## config.mk

```make
export PLATFORM = sky130hd
export DESIGN_NAME = execute_unit
export DESIGN_NICKNAME = d
export VERILOG_FILES = /design/src/verilog/isa_pkg.sv /design/src/verilog/pipe_pkg.sv /design/src/verilog/execute_unit.sv
export VERILOG_INCLUDE_DIRS = /design/src /design/src/verilog
export SDC_FILE = /design/constraint.sdc
export NUM_CORES = 1
export LEC_CHECK = 0
export BUFFER_PORTS_ARGS = -buffer_cell sky130_fd_sc_hd__buf_2
export CORE_AREA = 2 2 249 251
export DETAILED_ROUTE_END_ITERATION = 10
export DIE_AREA = 0 0 251 253
export SYNTH_ARGS = -nofsm -noshare
export SYNTH_HDL_FRONTEND = slang
export SYNTH_SLANG_ARGS = --single-unit
```

## constraint.sdc

```tcl
create_clock -name vclk -period 8.6
set_clock_uncertainty 0.05 [all_clocks]
set_input_delay 0.43 -clock vclk [all_inputs]
set_output_delay 0.43 -clock vclk [all_outputs]
set_load 0.05 [all_outputs]
```

## src/verilog/cpu_consts.svh

```systemverilog
`ifndef CPU_CONSTS_SVH
`define CPU_CONSTS_SVH

// Data and address width
`define XLEN 64

`define INSTR_W 32

`define REG_ADDR_W 5

`define NUM_REGS 32

// Hardwired zero register, reads as 0 and is never written
`define ZERO_REG 31

// One instruction word per fetch
`define PC_STEP 4

`define RESET_PC 0

`endif

```

## src/verilog/isa_pkg.sv

```systemverilog
`include "cpu_consts.svh"

package isa_pkg;

  typedef logic [`XLEN-1:0]       xword_t;
  typedef logic [`REG_ADDR_W-1:0] reg_addr_t;
  typedef logic [`INSTR_W-1:0]    instr_t;
  typedef logic [10:0]            opcode_t;

  localparam opcode_t    OP_ADD  = 11'b10001011000;
  localparam opcode_t    OP_SUB  = 11'b11001011000;
  localparam opcode_t    OP_AND  = 11'b10001010000;
  localparam opcode_t    OP_ORR  = 11'b10101010000;
  localparam opcode_t    OP_LDUR = 11'b11111000010;
  localparam opcode_t    OP_STUR = 11'b11111000000;
  localparam logic [7:0] OP_CBZ  = 8'b10110100;    // Top 8 bits only
  localparam logic [5:0] OP_B    = 6'b000101;      // Top 6 bits only

  typedef struct packed {
    opcode_t    opcode;
    reg_addr_t  rm;
    logic [5:0] shamt;
    reg_addr_t  rn;
    reg_addr_t  rd;
  } r_fmt_t;

  typedef struct packed {
    opcode_t    opcode;
    logic [8:0] addr;  // Signed word offset
    logic [1:0] op2;
    reg_addr_t  rn;
    reg_addr_t  rt;
  } d_fmt_t;

  typedef struct packed {
    logic [7:0]  opcode;
    logic [18:0] addr;  // Signed instruction offset
    reg_addr_t   rt;
  } cb_fmt_t;

  typedef struct packed {
    logic [5:0]  opcode;
    logic [25:0] addr;  // Signed instruction offset
  } b_fmt_t;

  typedef enum logic [3:0] {
    ALU_AND    = 4'b0000,
    ALU_ORR    = 4'b0001,
    ALU_ADD    = 4'b0010,
    ALU_SUB    = 4'b0110,
    ALU_PASS_B = 4'b0111
  } alu_op_e;

endpackage

```

## src/verilog/pipe_pkg.sv

```systemverilog
package pipe_pkg;

  // ALU class carried from decode to the ALU control
  localparam logic [1:0] ALU_CLASS_MEM = 2'b00;  // Address add
  localparam logic [1:0] ALU_CLASS_BR  = 2'b01;  // Pass operand b for CBZ test
  localparam logic [1:0] ALU_CLASS_R   = 2'b10;  // Function from opcode

  typedef struct packed {
    logic [1:0] alu_class;
    logic       alu_src;        // Immediate as operand b
    logic       zero_branch;
    logic       uncond_branch;
    logic       mem_read;
    logic       mem_write;
    logic       reg_write;
    logic       mem_to_reg;
  } ctrl_t;

  typedef struct packed {
    isa_pkg::xword_t pc;
    isa_pkg::instr_t instr;
  } ifid_t;

  typedef struct packed {
    logic               valid;
    ctrl_t              ctrl;
    isa_pkg::xword_t    pc;
    isa_pkg::xword_t    op_a;
    isa_pkg::xword_t    op_b;
    isa_pkg::xword_t    imm;
    isa_pkg::opcode_t   opcode;
    isa_pkg::reg_addr_t dest;
    isa_pkg::reg_addr_t src_a;
    isa_pkg::reg_addr_t src_b;
  } idex_t;

  typedef struct packed {
    logic               valid;
    logic               mem_read;
    logic               mem_write;
    logic               reg_write;
    logic               mem_to_reg;
    logic               zero_branch;
    logic               uncond_branch;
    isa_pkg::xword_t    branch_target;
    logic               zero;
    isa_pkg::xword_t    alu_result;
    isa_pkg::xword_t    store_data;
    isa_pkg::reg_addr_t dest;
  } exmem_t;

  typedef struct packed {
    logic               valid;
    logic               reg_write;
    logic               mem_to_reg;
    isa_pkg::xword_t    alu_result;
    isa_pkg::xword_t    load_data;
    isa_pkg::reg_addr_t dest;
  } memwb_t;

endpackage

```

## src/verilog/execute_unit.sv

```systemverilog
`include "cpu_consts.svh"

module execute_unit (
  input  pipe_pkg::idex_t    idex,
  input  isa_pkg::reg_addr_t mem_dest,
  input  isa_pkg::reg_addr_t wb_dest,
  input  logic               mem_fwd_en,
  input  logic               wb_fwd_en,
  input  isa_pkg::xword_t    mem_fwd_data,
  input  isa_pkg::xword_t    wb_fwd_data,
  output pipe_pkg::exmem_t   exmem
);

  isa_pkg::xword_t  fwd_a;
  isa_pkg::xword_t  fwd_b;
  isa_pkg::xword_t  alu_b;
  isa_pkg::xword_t  result;
  isa_pkg::alu_op_e alu_op;

  // EX/MEM is newer than MEM/WB, so it is checked first
  function automatic isa_pkg::xword_t forward(isa_pkg::reg_addr_t src,
                                              isa_pkg::xword_t reg_val);
    if (src == `ZERO_REG) begin
      return reg_val;
    end else if (mem_fwd_en && (mem_dest == src)) begin
      return mem_fwd_data;
    end else if (wb_fwd_en && (wb_dest == src)) begin
      return wb_fwd_data;
    end
    return reg_val;
  endfunction

  always_comb begin
    fwd_a = forward(idex.src_a, idex.op_a);
    fwd_b = forward(idex.src_b, idex.op_b);
  end

  assign alu_b = idex.ctrl.alu_src ? idex.imm : fwd_b;

  always_comb begin
    case (idex.ctrl.alu_class)
      pipe_pkg::ALU_CLASS_MEM: alu_op = isa_pkg::ALU_ADD;
      pipe_pkg::ALU_CLASS_BR:  alu_op = isa_pkg::ALU_PASS_B;
      pipe_pkg::ALU_CLASS_R: begin
        case (idex.opcode)
          isa_pkg::OP_SUB: alu_op = isa_pkg::ALU_SUB;
          isa_pkg::OP_AND: alu_op = isa_pkg::ALU_AND;
          isa_pkg::OP_ORR: alu_op = isa_pkg::ALU_ORR;
          default:         alu_op = isa_pkg::ALU_ADD;
        endcase
      end
      default: alu_op = isa_pkg::ALU_ADD;  // Bubble
    endcase
  end

  always_comb begin
    case (alu_op)
      isa_pkg::ALU_AND: result = fwd_a & alu_b;
      isa_pkg::ALU_ORR: result = fwd_a | alu_b;
      isa_pkg::ALU_ADD: result = fwd_a + alu_b;
      isa_pkg::ALU_SUB: result = fwd_a - alu_b;
      default:          result = alu_b;
    endcase
  end

  always_comb begin
    exmem.valid         = idex.valid;
    exmem.mem_read      = idex.ctrl.mem_read;
    exmem.mem_write     = idex.ctrl.mem_write;
    exmem.reg_write     = idex.ctrl.reg_write;
    exmem.mem_to_reg    = idex.ctrl.mem_to_reg;
    exmem.zero_branch   = idex.ctrl.zero_branch;
    exmem.uncond_branch = idex.ctrl.uncond_branch;
    exmem.branch_target = idex.pc + (idex.imm << 2);  // Offset counts instructions
    exmem.zero          = (result == '0);
    exmem.alu_result    = result;
    exmem.store_data    = fwd_b;
    exmem.dest          = idex.dest;
  end

endmodule

```

* Word-level counts from Yosys, hierarchy flattened *
Cells that the tools add are included.
W data, S select, Z words.

cells by class
  add/sub/neg operators = 3
  multiply operators = 0
  divide/modulo/power cells = 0
  magnitude comparators = 0
  eq/ne operators = 14
  shifts and indexed selects = 0
  muxes and demuxes = 18
  bitwise logic cells = 2
  reductions and logical operators = 6

operators by type and width
  kind                    number
  $mux W64                9
  $pmux W64 S4            1
  $add A64 B64 Y64        2
  $and A64 B64 Y64        1
  $logic_not A64 Y1       1
  $or A64 B64 Y64         1
  $sub A64 B64 Y64        1
  $eq A11 B11 Y1 const B  3
  $eq A5 B5 Y1            4
  $eq A5 B5 Y1 const B    2
  $pmux W3 S3             1
  $mux W1                 6
  $pmux W3 S2             1
  $eq A4 B1 Y1 const B    1
  $eq A4 B2 Y1 const B    1
  $eq A4 B3 Y1 const B    1
  $logic_and A1 B1 Y1     4
  $logic_not A4 Y1        1
  $eq A2 B1 Y1 const B    1
  $eq A2 B2 Y1 const B    1

word-level totals
  register bits = 0
  latch bits = 0
  RAM bits = 0
  bits in read-only memories = 0
  output and inout bits = 205
  logic and storage cells = 43
  memories kept = 0

* Depth between registers and ports, before layout *
Gate-level depths: netlist of the first run.

  depth after elaboration = 10
  mapped depth = 31
  gate-level depth less buffers = 26

* Least setup slack after synthesis of the first run *
Ideal clock, no wire load.

  kind = input to output
  from = in mem_dest[0]
  to = out exmem[133] (netlist name)
  arrival = 7538 ps
  required time = 8120 ps
  path slack = 582 ps
  stages = 29
  path buffers = 5
  path through = xnor2_1 nand4_2 nor2_2 buf_6 buf_6 buf_4 mux2i_1 a21oi_1 mux2i_1 and3_1 nand3_1 or2_1 buf_2 o31ai_1 xnor2_1 ha_1 clkbuf_1 a21oi_1 o21ai_0 nor4_1 o41ai_1 nor3_1 a21oi_1 xnor2_1 o21ai_0 a2111oi_0 nand4_1 or4_1 nor2_1

RTL lines
  what             RTL line            RTL
  start, declared  execute_unit.sv:5   input isa_pkg::reg_addr_t mem_dest,
  end, declared    execute_unit.sv:11  output pipe_pkg::exmem_t exmem

==> results.cfg, run 1 <==
[outcome]
status = finished, final reports clean

[floorplan]
initial_core_util_pct = 25.3
num_rows = 91
dieWidth_um = 251
top_level_ports = 637
core-area_um2 = 61000
die-area_um2 = 63500
die_h_um = 253

[sta]
period_share_pct = 96.8
setup_viol = 0
timing.fmax_ghz = 0.120
tightest_slew_ns = 1.30
drv_slew = 0
slew_headroom_pct = 12.7
hold_viol_final = 0
period_needed_ns = 8.33
whs_ns = 0.810

[routing]
vias = 22000
first_pass_iters = 7
via_per_inst = 5.93
drt_iter0_markers = 2818
wl_mm = 103
drtAntennaViolNets = 0
wl_per_cell_um = 27.7
drc_errors = 0

[placed_design]
hpwl_mm = 88.5
io_buffers = 609
gp_congestion = 1.05

[cts]
postCtsHoldBufs = 0

[logic_synthesis]
synth_fp_nets = 2951
yosysUniqueCellTypes = 91
syn_area_um2 = 15400
synth_cells = 2388
syn_area_per_cell_um2 = 6.46
yosysSeqAreaShare_pct = 0
yosys_warnings = 0

[setup_path]
critPathRequiredTime_ns = 8.12
crit_type = in2out
cpPeakStageDelay_ns = 0.64
start_kind = input pin
cp_common_cell = buf_4
startpoint = idex[4]
slowest_stage = a2111oi_0
worstPathArrival_ns = 7.85
critPathCaptureType = output port
worst-path-max-fanout = 15

[finish]
layout_commonest_cell = buf_2
ff_latch_area_um2 = 0
layout-drive-gt1-share_pct = 26.9
nets = 3461
layout_common_cells = 603 x buf_2, 319 x nand2_1, 238 x a21oi_1, 226 x o21ai_0, 136 x nor2_1
seq_cells = 0
n_clock_buffer = 0
area_delta_synth_final_pct = 25.9

[power]
vdd_drop_max_mv = 0.0692
power.density_nw_per_um2 = 130
total_power_w = 0.00252
p_leak_nw = 8.77

[hold_path]
hp-start = idex[286]
worstHoldPathCells = 0
whs_endpoint = exmem[198]
hold_path_class = in2out

[global_route]
grt_max_degree = 79
gr-usage-all-layers_pct = 30.3
grt_overflow = 0
grt_pass1_vias = 20200
grt_pass1_wl_mm = 143
antenna_found_initial = 49

[run]
maxCapViolations = 0
-- final cells by class --
cell class / instances / area [um^2]
Timing Repair Buffer: 676 / 3680
Multi-Input combinational cell: 2128 / 14400
Antenna cell: 21 / 52.6
Inverter: 92 / 345
Fill cell: 6923 / 41600
Tap cell: 790 / 988
-- per-stage QoR --
stage	setup WS, ns	setup TNS (ns)	std cells	instance area, um^2	utilization [%]
floorplan	0.582	0	2388	15400	-
global placement	0.287	0	3685	19300	31.7
detailed placement	0.249	0	3685	19300	31.7
CTS	0.249	0	3685	19300	31.7
global route	-0.0751	-0.0751	3692	19400	31.8
finish	0.271	0	3707	19400	31.8
-- Yosys cell counts (16+ instances only) --
library cell / n / share of area [%]
nand2_1: 320 / 7.8
a21oi_1: 239 / 7.8
o21ai_0: 226 / 7.3
nor2_1: 140 / 3.4
ha_1: 129 / 10
xnor2_1: 126 / 7.2
clkbuf_1: 115 / 2.8
mux2i_1: 109 / 7.1
inv_1: 92 / 2.2
nand4_1: 70 / 2.8
a21o_1: 67 / 3.3
xor2_1: 63 / 3.6
nand3_1: 59 / 1.9
a31oi_1: 42 / 1.7
o221a_2: 35 / 2.6
nor3_1: 30 / 0.97
and3_1: 29 / 1.2
nand2b_1: 29 / 1.2
o211ai_1: 23 / 1.1
a21boi_0: 22 / 1.1
buf_4: 20 / 0.97
and2_1: 19 / 0.77
buf_2: 19 / 0.62
o221ai_1: 19 / 1.1
a22oi_1: 18 / 0.88
o21bai_1: 18 / 0.88
o21a_1: 17 / 0.83
nor2b_1: 16 / 0.65
-- per-layer routing --
layer | vias up | GRT usage (%) | routed length, um
li1 | 9965 | - | -
met1 | 10300 | 41.0 | 42800
met2 | 1485 | 46.4 | 43400
met3 | 232 | 8.95 | 12500
met4 | 50 | 8.69 | 3730
met5 | - | 0 | 297
-- cells by family after synthesis --
logic type / share of synthesized area (%)
AO/OA/AOI/OAI: 37.4
XOR/XNOR: 10.7
adder cells (fa/ha/maj): 10.7
buffers and inverters: 7.47
multiplexers: 8.26
AND/OR/NAND/NOR: 25.4
-- worst max path at each step --
stage	slack, ns	depth (start not counted)	to
3_5_place_dp	0.25	29	exmem[133]
2_1_floorplan	0.58	29	exmem[133]
4_1_cts	0.25	29	exmem[133]
3_3_place_gp	0.29	29	exmem[133]
6_report	0.27	29	exmem[133]
5_1_grt	-0.08	27	exmem[133]
-- repair_timing --
item,4_1_cts,5_1_grt
gates resized for setup,0,8
endpoints found under the setup margin,0,1
setup buffers,0,1
-- worst max-delay path: cells and delay by family --
| family | cells | cell delay [ns] |
|---|---|---|
| adder cells (fa/ha/maj) | 2 | 0.68 |
| AND/OR/NAND/NOR | 9 | 1.77 |
| XOR/XNOR | 3 | 0.56 |
| AO/OA/AOI/OAI | 9 | 3.29 |
| buffers and inverters | 6 | 1.09 |
-- power by group --
group          switching, W       total [W]  leakage, nW     internal, W
registers                 0               0            0               0
clock network             0  0.000000000332     0.000133  0.000000000331
logic               0.00178         0.00252         8.77        0.000737
(Power assumes the default switching activity.)
==> run 2: changes to the inputs <==
--- a/config.mk
+++ b/config.mk
@@ -7,9 +7,9 @@
 export NUM_CORES = 1
 export LEC_CHECK = 0
 export BUFFER_PORTS_ARGS = -buffer_cell sky130_fd_sc_hd__buf_2
-export CORE_AREA = 2 2 249 251
+export CORE_AREA = 2 2 247 249
 export DETAILED_ROUTE_END_ITERATION = 10
-export DIE_AREA = 0 0 251 253
+export DIE_AREA = 0 0 249 251
 export SYNTH_ARGS = -nofsm -noshare
 export SYNTH_HDL_FRONTEND = slang
 export SYNTH_SLANG_ARGS = --single-unit
==> constraint.sdc (replaced) <==
create_clock -name vclk -period 7.1
set_clock_uncertainty 0.05 [all_clocks]
set_input_delay 0.355 -clock vclk [all_inputs]
set_output_delay 0.355 -clock vclk [all_outputs]
set_load 0.05 [all_outputs]
==> run 2 against run 1 <==
Against the previous run:
- design area up 27%
- sequential share of layout area stayed put
- global-route usage increased by 1.7 points
- hold slack got worse by 0.15 ns
- die area shrank 1.6%
- combinational power is 54% higher
- critical path depth grew 4
- clock-buffer cell count stayed put
- first-iteration DRC count is 5.7% lower
- worst setup slack worse by 0.11 ns
- flip-flop and latch count stayed put
- wire length is 5.1% higher
==> results.cfg, run 2 (synthesis results as in run 1) <==
[finish]
fin_util_pct = 41.2
n_fill_cell = 6371
n_clock_buffer = 0
seq_cells = 0
final_cells = 4162
layout-drive-gt1-share_pct = 41.5
stdcell_area_um2 = 24700
layout_commonest_cell = buf_2
nets = 3919
layout_common_cells = 565 x buf_2, 500 x buf_4, 310 x nand2_1, 210 x a21oi_1, 199 x o21ai_0
ff_latch_area_um2 = 0
area_delta_synth_final_pct = 59.9

[routing]
via_per_inst = 5.72
vias = 23800
drtAntennaViolNets = 0
drc_errors = 0
wl_mm = 108
drt_iter0_markers = 2656
wl_per_cell_um = 26.0
first_pass_iters = 6

[placed_design]
gp_congestion = 1.03
hpwl_mm = 92.9
placed_cell_area_um2 = 22900
post-place-cells = 4082
io_buffers = 609

[global_route]
antenna_found_initial = 42
grt_pass1_wl_mm = 151
grt_max_degree = 70
grt_pass1_vias = 22000
grt_overflow = 0
gr-usage-all-layers_pct = 32.0

[sta]
drv_slew = 0
setup_viol = 0
slew_headroom_pct = 31.7
period_share_pct = 97.7
timing.fmax_ghz = 0.144
hold_viol_final = 0
period_needed_ns = 6.94
finalSetupTns_ns = 0
tightest_slew_ns = 1.02

[outcome]
status = finished, final reports clean

[setup_path]
worst-path-max-fanout = 5
startpoint = idex[3]
critPathRequiredTime_ns = 6.69
start_kind = input pin
cpPeakStageDelay_ns = 0.37
cp_common_cell = buf_4
crit_type = in2out
worstPathArrival_ns = 6.53
slowest_stage = o221ai_1
critPathCaptureType = output port

[floorplan]
core-area_um2 = 59800
initial_core_util_pct = 25.8
die_h_um = 251
dieWidth_um = 249
top_level_ports = 637
num_rows = 90
die-area_um2 = 62500

[hold_path]
hold_path_class = in2out
hp-start = idex[283]

[power]
vdd_drop_max_mv = 0.126
power.density_nw_per_um2 = 158
pwr-share-comb_pct = 100.0
p_sw_w = 0.00238
p_leak_nw = 11.5
internal-power_w = 0.00151
clkPwrFrac_pct = 0
share_seq_of_total_power_pct = 0
total_power_w = 0.00389
p_sw_share_pct = 61.1

[cts]
postCtsHoldBufs = 0

[run]
maxCapViolations = 0
==> run 2: worst paths after layout <==
| check | to | cells after the start |
|---|---|---|
| setup / recovery | exmem[133] | 33 |
| hold / removal | exmem[201] | 0 |
==> run 2: metrics by stage <==
step	worst slack, ns	hold WS, ns
3_5_place_dp	-0.625	0.660
5_1_grt	-0.112	0.660
3_3_place_gp	-0.478	0.660
4_1_cts	0.00620	0.660
6_report	0.160	0.660
2_1_floorplan	0.0458	0.827
==> run 2: area by class of cell <==
type / count / area, um^2 / share of cell area, %
inverters: 92 / 345 / 1.40
multi-input cells: 2130 / 15500 / 62.7
repair buffers: 1132 / 7810 / 31.7
diodes: 26 / 65.1 / 0.264
well taps: 782 / 978 / 3.97
==> run 2: critical path, delay by kind of cell <==
kind                     cells  cell delay, ns
AO/OA/AOI/OAI                8            1.72
XOR/XNOR                     3            0.59
adder cells (fa/ha/maj)      1            0.34
buffers and inverters       11            1.55
multiplexers                 1            0.26
AND/OR/NAND/NOR              9            1.66
==> run 2: routing by layer <==
layer	wire (um)	GRT usage [%]
met2	45600	49.3
met1	46700	44.4
met4	3540	7.76
met5	161	0
met3	12000	8.03
==> run 2: timing repair <==
item / 4_1_cts / 5_1_grt
buffers inserted: 11 / 38
cloned: 1 / 5
gates resized for setup: 52 / 220
setup endpoints to repair: 3 / 5
pin swaps: 14 / 98
==> run 2: power by group through the flow <==
stage                     clock network (W)  registers, W  logic, W
final                        0.000000000498             0   0.00389
after global routing         0.000000000189             0   0.00405
after CTS                                 0             0   0.00365
after detailed placement                  0             0   0.00359
after global placement                    0             0   0.00361
after floorplan                           0             0   0.00202
