<file path="src/verilog/cpu_consts.svh">
`ifndef CPU_CONSTS_SVH
`define CPU_CONSTS_SVH

// Data and address width
`define XLEN 64

`define INSTR_W 32

`define REG_ADDR_W 5

`define NUM_REGS 32

// Hardwired zero register, reads as 0 and is never written
`define ZERO_REG 31

// One instruction word per fetch
`define PC_STEP 4

`define RESET_PC 0

`endif

</file>
<file path="src/verilog/isa_pkg.sv">
`include "cpu_consts.svh"

package isa_pkg;

  typedef logic [`XLEN-1:0]       xword_t;
  typedef logic [`REG_ADDR_W-1:0] reg_addr_t;
  typedef logic [`INSTR_W-1:0]    instr_t;
  typedef logic [10:0]            opcode_t;

  localparam opcode_t    OP_ADD  = 11'b10001011000;
  localparam opcode_t    OP_SUB  = 11'b11001011000;
  localparam opcode_t    OP_AND  = 11'b10001010000;
  localparam opcode_t    OP_ORR  = 11'b10101010000;
  localparam opcode_t    OP_LDUR = 11'b11111000010;
  localparam opcode_t    OP_STUR = 11'b11111000000;
  localparam logic [7:0] OP_CBZ  = 8'b10110100;    // Top 8 bits only
  localparam logic [5:0] OP_B    = 6'b000101;      // Top 6 bits only

  typedef struct packed {
    opcode_t    opcode;
    reg_addr_t  rm;
    logic [5:0] shamt;
    reg_addr_t  rn;
    reg_addr_t  rd;
  } r_fmt_t;

  typedef struct packed {
    opcode_t    opcode;
    logic [8:0] addr;  // Signed word offset
    logic [1:0] op2;
    reg_addr_t  rn;
    reg_addr_t  rt;
  } d_fmt_t;

  typedef struct packed {
    logic [7:0]  opcode;
    logic [18:0] addr;  // Signed instruction offset
    reg_addr_t   rt;
  } cb_fmt_t;

  typedef struct packed {
    logic [5:0]  opcode;
    logic [25:0] addr;  // Signed instruction offset
  } b_fmt_t;

  typedef enum logic [3:0] {
    ALU_AND    = 4'b0000,
    ALU_ORR    = 4'b0001,
    ALU_ADD    = 4'b0010,
    ALU_SUB    = 4'b0110,
    ALU_PASS_B = 4'b0111
  } alu_op_e;

endpackage

</file>
<file path="src/verilog/fetch_unit.sv">
`include "cpu_consts.svh"

module fetch_unit (
  input  logic            CLOCK,
  input  logic            rst,
  input  logic            stall,
  input  logic            branch_taken,
  input  isa_pkg::xword_t branch_target,
  output isa_pkg::xword_t pc
);

  isa_pkg::xword_t pc_next;

  always_comb begin
    if (branch_taken) begin
      pc_next = branch_target;  // Redirect wins over a load-use stall
    end else if (stall) begin
      pc_next = pc;
    end else begin
      pc_next = pc + isa_pkg::xword_t'(`PC_STEP);
    end
  end

  always_ff @(posedge CLOCK) begin
    if (rst) begin
      pc <= isa_pkg::xword_t'(`RESET_PC);
    end else begin
      pc <= pc_next;
    end
  end

endmodule

</file>
<file path="config.mk">
export PLATFORM = sky130hd
export DESIGN_NAME = fetch_unit
export DESIGN_NICKNAME = d
export VERILOG_FILES = /design/src/verilog/isa_pkg.sv /design/src/verilog/fetch_unit.sv
export VERILOG_INCLUDE_DIRS = /design/src /design/src/verilog
export SDC_FILE = /design/constraint.sdc
export NUM_CORES = 1
export LEC_CHECK = 0
export ABC_AREA = 1
export BUFFER_PORTS_ARGS = -buffer_cell sky130_fd_sc_hd__buf_2
export CAP_MARGIN = 20
export CORE_UTILIZATION = 53
export DETAILED_ROUTE_END_ITERATION = 6
export PLACE_DENSITY = 0.93
export RECOVER_POWER = 50
export SETUP_SLACK_MARGIN = 0.05
export SYNTH_ARGS = -nofsm -noshare
export SYNTH_HDL_FRONTEND = slang
export SYNTH_SLANG_ARGS = --single-unit
</file>
<file path="constraint.sdc">
create_clock -name CLOCK -period 2 [get_ports CLOCK]
set_input_delay 0 -clock CLOCK [delete_from_list [all_inputs] [get_ports CLOCK]]
set_output_delay 0 -clock CLOCK [all_outputs]
set_load 0.01 [all_outputs]
</file>
-- Yosys cells after proc, flatten, opt, wreduce, memory -nomap -nowiden
Cells that the tools add are included.
W data, S select, Z words.
- bits of input ports: 68
- flip-flop bits (word level): 64
- output and inout bits: 64
- equality and inequality tests: 1
- muxes and demuxes: 2
- add/sub/neg operators: 1
- operators by type and width (operator ; count):
    $mux W64 ; 2
    $add A64 B3 Y64 const B ; 1
    $ne A2 B1 Y1 const B ; 1

-- Longest topological paths before layout
Gate-level depths: netlist of the first run.
- depth in word-level cells: 3
- mapped depth: 11
- depth with buffers taken out: 11

-- Least setup slack after synthesis of the first run
No wires, ideal clock.
- path type: register to register
- start point: register pc[2]
- end point: register pc[58]
- path slack: 0.419 ns
- arrival time: 1.449 ns
- stages on the path, launching flop included: 11
- cells stage by stage: dfxtp_1 > ha_1 > nand3_2 > inv_2 > nand2_2 > nor2_4 > nand2_2 > nor2_1 > nand2_1 > nand3_1 > a21oi_1
- longest elaborated chain between the ends: 3
- ends and longest elaborated chain (element ; RTL line ; text):
    start: declaration ; fetch_unit.sv:9 ; output isa_pkg::xword_t pc
    start signal: assignment ; fetch_unit.sv:26 ; pc <= isa_pkg::xword_t'(`RESET_PC);
    start signal: assignment ; fetch_unit.sv:28 ; pc <= pc_next;
    $add A64 B3 Y64 ; fetch_unit.sv:20 ; pc_next = pc + isa_pkg::xword_t'(`PC_STEP);
    $mux W64 ; fetch_unit.sv:17 ; end else if (stall) begin
    $mux W64 ; fetch_unit.sv:15 ; if (branch_taken) begin
No other way between the ends. The select of a mux whose other input is x is not followed.
A chain may end at the register's enable or synchronous reset.

-- Worst setup path in the final report of the first run
- start point: register pc[2]
- end point: register pc[38]
Same word-level chain as after synthesis.

==> results.yml, run 1 <==
die:
  core_mm2: 0.00868
  die_h_um: 96.4
  die-area_mm2: 0.00929
  ioPinCount: 132
  rows: 34
  start_util: 0.544
  die_w_um: 96.4
sta:
  maxSlewHeadroom: 0.591
  setup_slack_ps: 179
  fmax_mhz: 549
  skew_ps: 13.4
  rsz0062_at_grt: "no"
  fin_crit_sh: 0.911
  period_needed_ps: 1820
  slew_viol_final: 0
  hold_viol: 3
  finalSetupTns_ps: 0
  tightest_slew_ps: 613
  holdWs_ps: -3.62
  setup_violations: 0
place:
  dp_slack_ps: 246
  dp.cells: 1055
  gp_congestion: 1.05
  dp_hpwl_um: 12300
  numPortBuffers: 131
clocking:
  cts_root_buf: "clkbuf_8"
  htree_levels: 3
  clkTransAtPathRegs_ps: 80
  cts_buffer_depth: 2
  numCtsBuffers: 9
  insertion_delay_ps: 360
  postCtsSetupBuffers: 0
  cts_sinks: 64
  cts_tree: "done"
power_and_ir_drop:
  total_power_mw: 3.06
  leakagePower_nw: 2.31
  p_per_area_mw_per_mm2: 523
  ir_drop_uv: 410
drt:
  vias: 5916
  dr.pass1.iters: 6
  drcViolationCount: 0
  viasPerCell: 5.41
  dr.first_iter.drc_count: 581
  wire_per_inst_um: 15.4
  ant_nets: 0
  wirelength_um: 16800
flow_run:
  max_cap_viol_count: 0
critical_path:
  regToRegSetupSlack_ps: 180
  arrival_ps: 2070
  reg2reg_from: "pc[2]$_SDFFE_PP0N_"
  r2r-end: "pc[38]$_SDFFE_PP0N_"
  crit_required_ps: 2250
  path_max_fanout: 6
  worst-setup-path-type: "reg2reg"
  crit_path_end_kind: "register"
  ff2ff_path_depth: 10
  critPathLaunchType: "register"
run_status:
  status: "finished with violations"
  violations: "negative hold slack"
synth:
  syn_area_mm2: 0.00472
  synth-seq-cells: 64
  synth_most_common_cell: "nand2_1"
  avgSynthCellArea_um2: 5.70
  yosysTopAreaCellShare: 0.271
  synthFlopType: "dfxtp_1"
  yosys.area.top_type: "dfxtp_1"
  synth_edf_count: 0
  synthCells: 828
  yosysWarnings: 0
  synth_area_leaders: "dfxtp_1, nand2_1, nor2_1"
  syn_nets: 897
  ys_seq_area_frac: 0.271
  synth_common_cells: "nand2_1, nor2_1, inv_1"
  ys_types: 29
  async_flop_share: 0
finish:
  finalNonFillerCells: 1093
  drive_gt1_frac: 0.133
  fillers: 860
  reg_top3: "pc: 64 flops"
  diodes: 0
  nNetsFinal: 1050
  area_growth_pct: 23.8
  largest_reg_flops: 64
  top_register: "pc"
global_route:
  grt_antenna_before_repair: 0
  grt_max_degree: 40
  grt_pass1_wl_um: 25800
  grt.overflow.total: 0
  grt_pass1_vias: 5357
  grt_usage: 0.368
min_path:
  whs_endpoint: "pc[48]$_SDFFE_PP0N_"
  whs_path_depth: 5
  hold_path.class: "in2reg"
  min-delay-start: "branch_target[48]"
## placed cells by master, fill, tap and decap left out, drive strengths merged, types with 8 or more instances in the layout
master	n
a31oi	14
clkbuf	74
xor2	17
dfxtp	64
dlygate4sd3	23
inv	113
buf	81
a21oi	48
nand2	277
nand4	8
nand3	52
xnor2	8
o21ai	64
nor2	132
## power by group
| part | switching (mW) | total, mW | internal [mW] |
|---|---|---|---|
| clock | 0.557 | 1.06 | 0.508 |
| combinational | 0.314 | 0.535 | 0.222 |
| sequential | 0.105 | 1.46 | 1.35 |
| total | 0.976 | 3.06 | 2.08 |
## through the flow
step / cell area, um2 / utilization
after floorplan: 4720 / -
after global placement: 5510 / 0.635
after detailed placement: 5510 / 0.635
after CTS: 5920 / 0.682
after global routing: 5840 / 0.673
final: 5840 / 0.673
## layout make-up
cell class / count / area, um2 / share of cell area
Multi-Input combinational cell: 627 / 2920 / 0.499
Sequential cell: 64 / 1280 / 0.219
Timing Repair Buffer: 166 / 911 / 0.156
Inverter: 113 / 424 / 0.0726
Clock buffer: 12 / 155 / 0.0266
Tap cell: 108 / 135 / 0.0231
Clock inverter: 3 / 17.5 / 0.00300
## worst max path at each step
stage	startpoint	end	slack, ps	cells after the start
final	pc[2]$_SDFFE_PP0N_	pc[38]$_SDFFE_PP0N_	180	10
after CTS	pc[2]$_SDFFE_PP0N_	pc[34]$_SDFFE_PP0N_	230	9
after global placement	pc[38]$_SDFFE_PP0N_	pc[63]$_SDFFE_PP0N_	290	9
after floorplan	pc[2]$_SDFFE_PP0N_	pc[58]$_SDFFE_PP0N_	420	10
after detailed placement	pc[2]$_SDFFE_PP0N_	pc[44]$_SDFFE_PP0N_	250	11
after global routing	pc[36]$_SDFFE_PP0N_	pc[61]$_SDFFE_PP0N_	50	8
## per-layer routing
layer  global-route usage  vias to the layer above  share of wire
li1                     -                     2894              -
met1                0.457                     2603           0.40
met2                0.610                      359           0.45
met3               0.0798                       60           0.10
met4                0.157                        0          0.040
met5                    0                        -              0
## kinds of logic (layout without fill, tap and decap cells)
family                   after synthesis  in the layout  synth area share
XOR/XNOR                              25             25            0.0464
AND/OR/NAND/NOR                      472            472             0.425
flip-flops                            64             64             0.271
adder cells (fa/ha/maj)                1              1           0.00265
buffers and inverters                137            294             0.112
AO/OA/AOI/OAI                        129            129             0.143
## worst max-delay path: stages (launching register included)
cell and delay [ps]:
dfxtp_1 430, ha_1 210, nand3_2 100, inv_2 100, nand2_2 110, inv_1 70, nand2_1 60, nor2_2 310
nand3_1 140, nand3_1 110, a21oi_1 60
## timing repair
item                                   CTS  global route
setup endpoints to repair                0             6
gates resized for setup                  0             4
hold buffers                            23             0
endpoints found under the hold margin   23             0
(Power assumes the default switching activity.)
==> inputs of run 2 (changes only) <==
--- a/config.mk
+++ b/config.mk
@@ -12,5 +12,5 @@
 export CORE_UTILIZATION = 53
 export DETAILED_ROUTE_END_ITERATION = 6
-export PLACE_DENSITY = 0.93
+export PLACE_DENSITY = 0.9
 export RECOVER_POWER = 50
 export SETUP_SLACK_MARGIN = 0.05
==> constraint.sdc (replaced) <==
create_clock -name CLOCK -period 2 [get_ports CLOCK]
set_input_delay 0 -clock CLOCK [delete_from_list [all_inputs] [get_ports CLOCK]]
set_output_delay 0 -clock CLOCK [all_outputs]
set_load 0.05 [all_outputs]
==> run 2 against run 1 <==
Non-clock buffer count is 12 higher. Routed wire length is 0.63% lower. Register-to-register slack worse by 20 ps. Sequential power hardly changed. Worst setup slack worse by 17 ps. Core utilization is 1.9 points higher. Critical path depth is 1 lower. Highest routed layer unchanged. Hold slack better by 3.2 ps. Cell area is 2.8% higher. The flow finishes with violations (design-rule violations, negative hold slack).
==> results.yml, run 2 (same netlist as run 1, synthesis figures left out) <==
run_status:
  status: "finished with violations"
  violations: "design-rule violations, negative hold slack"
finish:
  area_growth_pct: 27.3
  drive_gt1_frac: 0.137
  finalNonFillerCells: 1106
  final_common_cell: "nand2_1"
  diodes: 0
  final_cell_mix: "nand2_1, nor2_1, inv_1"
  top_register: "pc"
  nNetsFinal: 1062
  largest_reg_flops: 64
  reg_top3: "pc: 64 flops"
sta:
  tightest_slew_ps: 667
  skew_ps: 8.38
  rsz0062_at_grt: "no"
  slew_viol_final: 0
  setup_violations: 0
  fin_crit_sh: 0.919
  setup_slack_ps: 162
  period_needed_ps: 1840
  maxSlewHeadroom: 0.557
  fmax_mhz: 544
  hold_viol: 1
  holdWs_ps: -0.380
  finalSetupTns_ps: 0
global_route:
  grt_pass1_vias: 5357
  grt_antenna_before_repair: 0
  grt_max_degree: 40
  grt_pass1_wl_um: 26300
  grt.overflow.total: 0
  grt_usage: 0.374
drt:
  dr.pass1.iters: 7
  wirelength_um: 16700
  drcViolationCount: 1
  dr.first_iter.drc_count: 583
  viasPerCell: 5.39
  vias: 5959
  wire_per_inst_um: 15.1
  ant_nets: 0
clocking:
  numCtsBuffers: 9
  cts_root_buf: "clkbuf_8"
  clkTransAtPathRegs_ps: 80
  cts_sinks: 64
  cts_buffer_depth: 2
  insertion_delay_ps: 360
  htree_levels: 3
  cts_tree: "done"
power_and_ir_drop:
  internal-power_mw: 2.32
  ir_drop_uv: 447
  pwr-share-comb: 0.223
  p_per_area_mw_per_mm2: 592
  p_clk_frac: 0.368
  p_sw_frac: 0.347
  seq_power_share: 0.409
  leakagePower_nw: 2.39
  power.switching_mw: 1.23
critical_path:
  crit_path_end_kind: "register"
  crit_chain: "ha_1 -> nand3_2 -> inv_2 -> nand2_1 -> nor2_4 -> nand2_1 -> o21ai_0 -> nand3_1 -> a21oi_1"
  path_max_fanout: 6
  crit_path_max_incr_delay_ps: 440
  worst_path_most_repeated_cell: "nand2_1"
  crit_required_ps: 2290
  critPathLaunchType: "register"
  arrival_ps: 2130
  worst-setup-path-type: "reg2reg"
  ff2ff_path_depth: 9
  worst_path_max_delay_cell: "dfxtp_1"
place:
  gp_congestion: 0.973
  dp_slack_ps: 201
  dp_hpwl_um: 12300
  numPortBuffers: 131
  dp.cells: 1057
die:
  core_mm2: 0.00868
  die_w_um: 96.4
  start_util: 0.544
  die-area_mm2: 0.00929
  ioPinCount: 132
  die_h_um: 96.4
  rows: 34
flow_run:
  max_cap_viol_count: 0
min_path:
  whs_path_depth: 5
  hold_path.class: "in2reg"
-- run 2: cell types whose count changed in the layout (fill, tap and decap cells not counted), moves of 2 or more --
cell | previous run | this run
dlygate4sd3_1 | 23 | 33
clkbuf_1 | 63 | 60
buf_4 | 11 | 14
nor2_4 | 5 | 7
bufinv_16 | 0 | 2
buf_2 | 69 | 72
-- run 2: final timing paths --
| path | to | startpoint | slack (ps) |
|---|---|---|---|
| max | pc[40]$_SDFFE_PP0N_ | pc[2]$_SDFFE_PP0N_ | 160 |
| min | pc[42]$_SDFFE_PP0N_ | branch_target[42] | -0.4 |
| max reg2reg | pc[40]$_SDFFE_PP0N_ | pc[2]$_SDFFE_PP0N_ | 160 |
| min reg2reg | pc[1]$_SDFFE_PP0P_ | pc[1]$_SDFFE_PP0P_ | 540 |
-- run 2: critical path, delay by kind of cell (launching register included) --
family / cells / cell delay, ps
AOI/OAI and AO/OA: 2 / 310
adders and majority gates: 1 / 230
buffers and inverters: 1 / 90
DFF: 1 / 440
and+or+nand+nor: 5 / 680
-- run 2: metal layers --
layer  track usage  routed length, um  part of all wire  vias up
met5             0                  0                 0        -
met1         0.467               6830              0.41     2627
li1              -                  -                 -     2924
met3        0.0924               1730              0.10       71
met2         0.621               7490              0.45      337
met4         0.136                650             0.039        0
-- run 2: final cells by class --
cell class              count  area (um2)
clock buffers              11         141
flip-flops and latches     64        1280
clock inverters             5        80.1
fillers                   778        2670
inverters                 113         424
multi-input cells         627        2930
well taps                 108         135
repair buffers            178        1020
-- run 2: through the flow --
step / utilization / hold slack (ps) / area [um2] / power [mW]
after detailed placement: 0.636 / 232 / 5520 / 2.23
after floorplan: - / 135 / 4720 / 1.99
after CTS: 0.699 / 0.970 / 6070 / 3.56
after global placement: 0.636 / 227 / 5520 / 2.22
after global routing: 0.692 / 22.2 / 6010 / 3.70
final: 0.692 / -0.380 / 6010 / 3.56
-- run 2: timing repair --
action	in CTS	in global routing
endpoints found under the hold margin	33	0
setup endpoints to repair	0	8
gates resized for setup	0	4
buffers inserted	0	0
hold buffers	33	0
-- run 2: power groups by stage --
stage | sequential [mW] | combinational (mW) | clock (mW)
detailed placement | 1.48 | 0.749 | 0
CTS | 1.45 | 0.801 | 1.31
finish | 1.46 | 0.792 | 1.31
global route | 1.47 | 0.858 | 1.38
global placement | 1.48 | 0.740 | 0
floorplan | 1.72 | 0.268 | 0
==> inputs of run 3 (changes only) <==
clock period = 2.03 ns   (was 2 ns; I/O delays follow)
==> run 3 against run 2 <==
The run now ends clean. Clock-buffer cell count increased by 2. Clock skew increased by 5.9 ps. Power down 3.3%. Sequential cell count stayed put. Global-route usage is 0.17 points lower. Hold slack gained 5.2 ps. Fmax decreased by 0.17%. Cell area is 2.3% lower. Clock power shrank 5%.
==> results.yml, run 3 (same netlist as run 1, synthesis figures left out) <==
finish:
  largest_reg_flops: 64
  top_register: "pc"
  diodes: 0
  drive_gt1_frac: 0.133
  finalNonFillerCells: 1092
  final_cell_mix: "nand2_1, nor2_1, inv_1"
  final_common_cell: "nand2_1"
  reg_top3: "pc: 64 flops"
  nNetsFinal: 1048
  area_growth_pct: 24.3
sta:
  slew_viol_final: 0
  hold_viol: 0
  tightest_slew_ps: 1220
  maxSlewHeadroom: 0.185
  period_needed_ps: 1840
  fmax_mhz: 543
  skew_ps: 14.3
  setup_slack_ps: 188
  finalSetupTns_ps: 0
  rsz0062_at_grt: "no"
  holdWs_ps: 4.83
  setup_violations: 0
  fin_crit_sh: 0.907
critical_path:
  arrival_ps: 2060
  crit_start: "pc[42]$_SDFFE_PP0N_"
  regToRegSetupSlack_ps: 190
  path_max_fanout: 5
  critPathLaunchType: "register"
  r2r-end: "pc[62]$_SDFFE_PP0N_"
  ff2ff_path_depth: 9
  crit_path_end_kind: "register"
  worstSetupEndpoint: "pc[62]$_SDFFE_PP0N_"
  worst-setup-path-type: "reg2reg"
  crit_required_ps: 2250
  reg2reg_from: "pc[42]$_SDFFE_PP0N_"
drt:
  dr.first_iter.drc_count: 518
  wire_per_inst_um: 15.0
  dr.pass1.iters: 5
  drcViolationCount: 0
  viasPerCell: 5.45
  ant_nets: 0
  vias: 5947
  wirelength_um: 16400
clocking:
  cts_sinks: 64
  insertion_delay_ps: 350
  cts_buffer_depth: 2
  postCtsSetupBuffers: 0
  numCtsBuffers: 9
  htree_levels: 3
  cts_root_buf: "clkbuf_8"
  clkTransAtPathRegs_ps: 70
  cts_tree: "done"
global_route:
  grt_pass1_vias: 5506
  grt_pass1_wl_um: 26100
  grt.overflow.total: 0
  grt_antenna_before_repair: 0
  grt_usage: 0.372
  grt_max_degree: 40
power_and_ir_drop:
  internal-power_mw: 2.27
  pwr-share-comb: 0.219
  p_sw_frac: 0.339
  p_per_area_mw_per_mm2: 586
  ir_drop_uv: 377
  seq_power_share: 0.418
  power.switching_mw: 1.16
  total_power_mw: 3.44
  p_clk_frac: 0.362
  leakagePower_nw: 2.32
die:
  die_w_um: 96.4
  die_h_um: 96.4
  ioPinCount: 132
  rows: 34
  core_mm2: 0.00868
  die-area_mm2: 0.00929
  start_util: 0.544
run_status:
  status: "completed"
place:
  gp_congestion: 1.00
  dp.cells: 1053
  numPortBuffers: 131
  dp_hpwl_um: 12000
  dp_slack_ps: 251
min_path:
  hold_path.class: "in2reg"
flow_run:
  max_cap_viol_count: 0
-- run 3: what timing repair did --
item,in CTS,in global routing
endpoints found under the setup margin,0,8
hold endpoints to repair,23,0
hold buffers,23,0
gates resized for setup,0,6
-- run 3: area by class of cell --
type | instances | area [um2]
timing repair buffer | 164 | 880
multi-input combinational | 627 | 2930
inverter | 113 | 424
tap | 108 | 135
clock buffer | 13 | 149
sequential | 64 | 1280
fill | 832 | 2810
clock inverter | 3 | 65.1
-- run 3: worst min path at each step --
stage                                      to         startpoint  cells past startpoint  slack (ps)
final                     pc[57]$_SDFFE_PP0N_  branch_target[57]                      5           5
after global routing      pc[57]$_SDFFE_PP0N_  branch_target[57]                      5          20
after CTS                 pc[57]$_SDFFE_PP0N_  branch_target[57]                      5           1
after detailed placement   pc[1]$_SDFFE_PP0P_   branch_target[1]                      3         240
after global placement     pc[1]$_SDFFE_PP0P_   branch_target[1]                      3         220
after floorplan            pc[0]$_SDFFE_PP0P_   branch_target[0]                      2         130
-- run 3: layer usage --
metal / routed length, um / track usage / vias to the layer above
met5: 0 / 0 / -
met1: 6560 / 0.460 / 2597
met2: 7440 / 0.609 / 383
li1: - / - / 2899
met3: 1610 / 0.0656 / 68
met4: 813 / 0.208 / 0
-- run 3: worst max-delay path: stages (launching register included) --
cell	delay, ps
dfxtp_1	460
nand2_1	120
nor2_1	300
nand2_1	90
nor2_1	240
nand2_1	140
nor2_1	130
nand2_1	70
nand3_1	80
a21oi_1	90
-- run 3: per-stage QoR --
stage / util / cell area, um2
6_report: 0.676 / 5870
5_1_grt: 0.676 / 5870
4_1_cts: 0.683 / 5930
3_5_place_dp: 0.632 / 5490
3_3_place_gp: 0.632 / 5490
2_1_floorplan: - / 4720
-- run 3: power groups by stage --
stage / sequential (mW) / clock, mW / combinational (mW)
finish: 1.44 / 1.25 / 0.755
global route: 1.45 / 1.30 / 0.821
CTS: 1.43 / 1.23 / 0.765
detailed placement: 1.46 / 0 / 0.728
global placement: 1.46 / 0 / 0.718
floorplan: 1.70 / 0 / 0.264
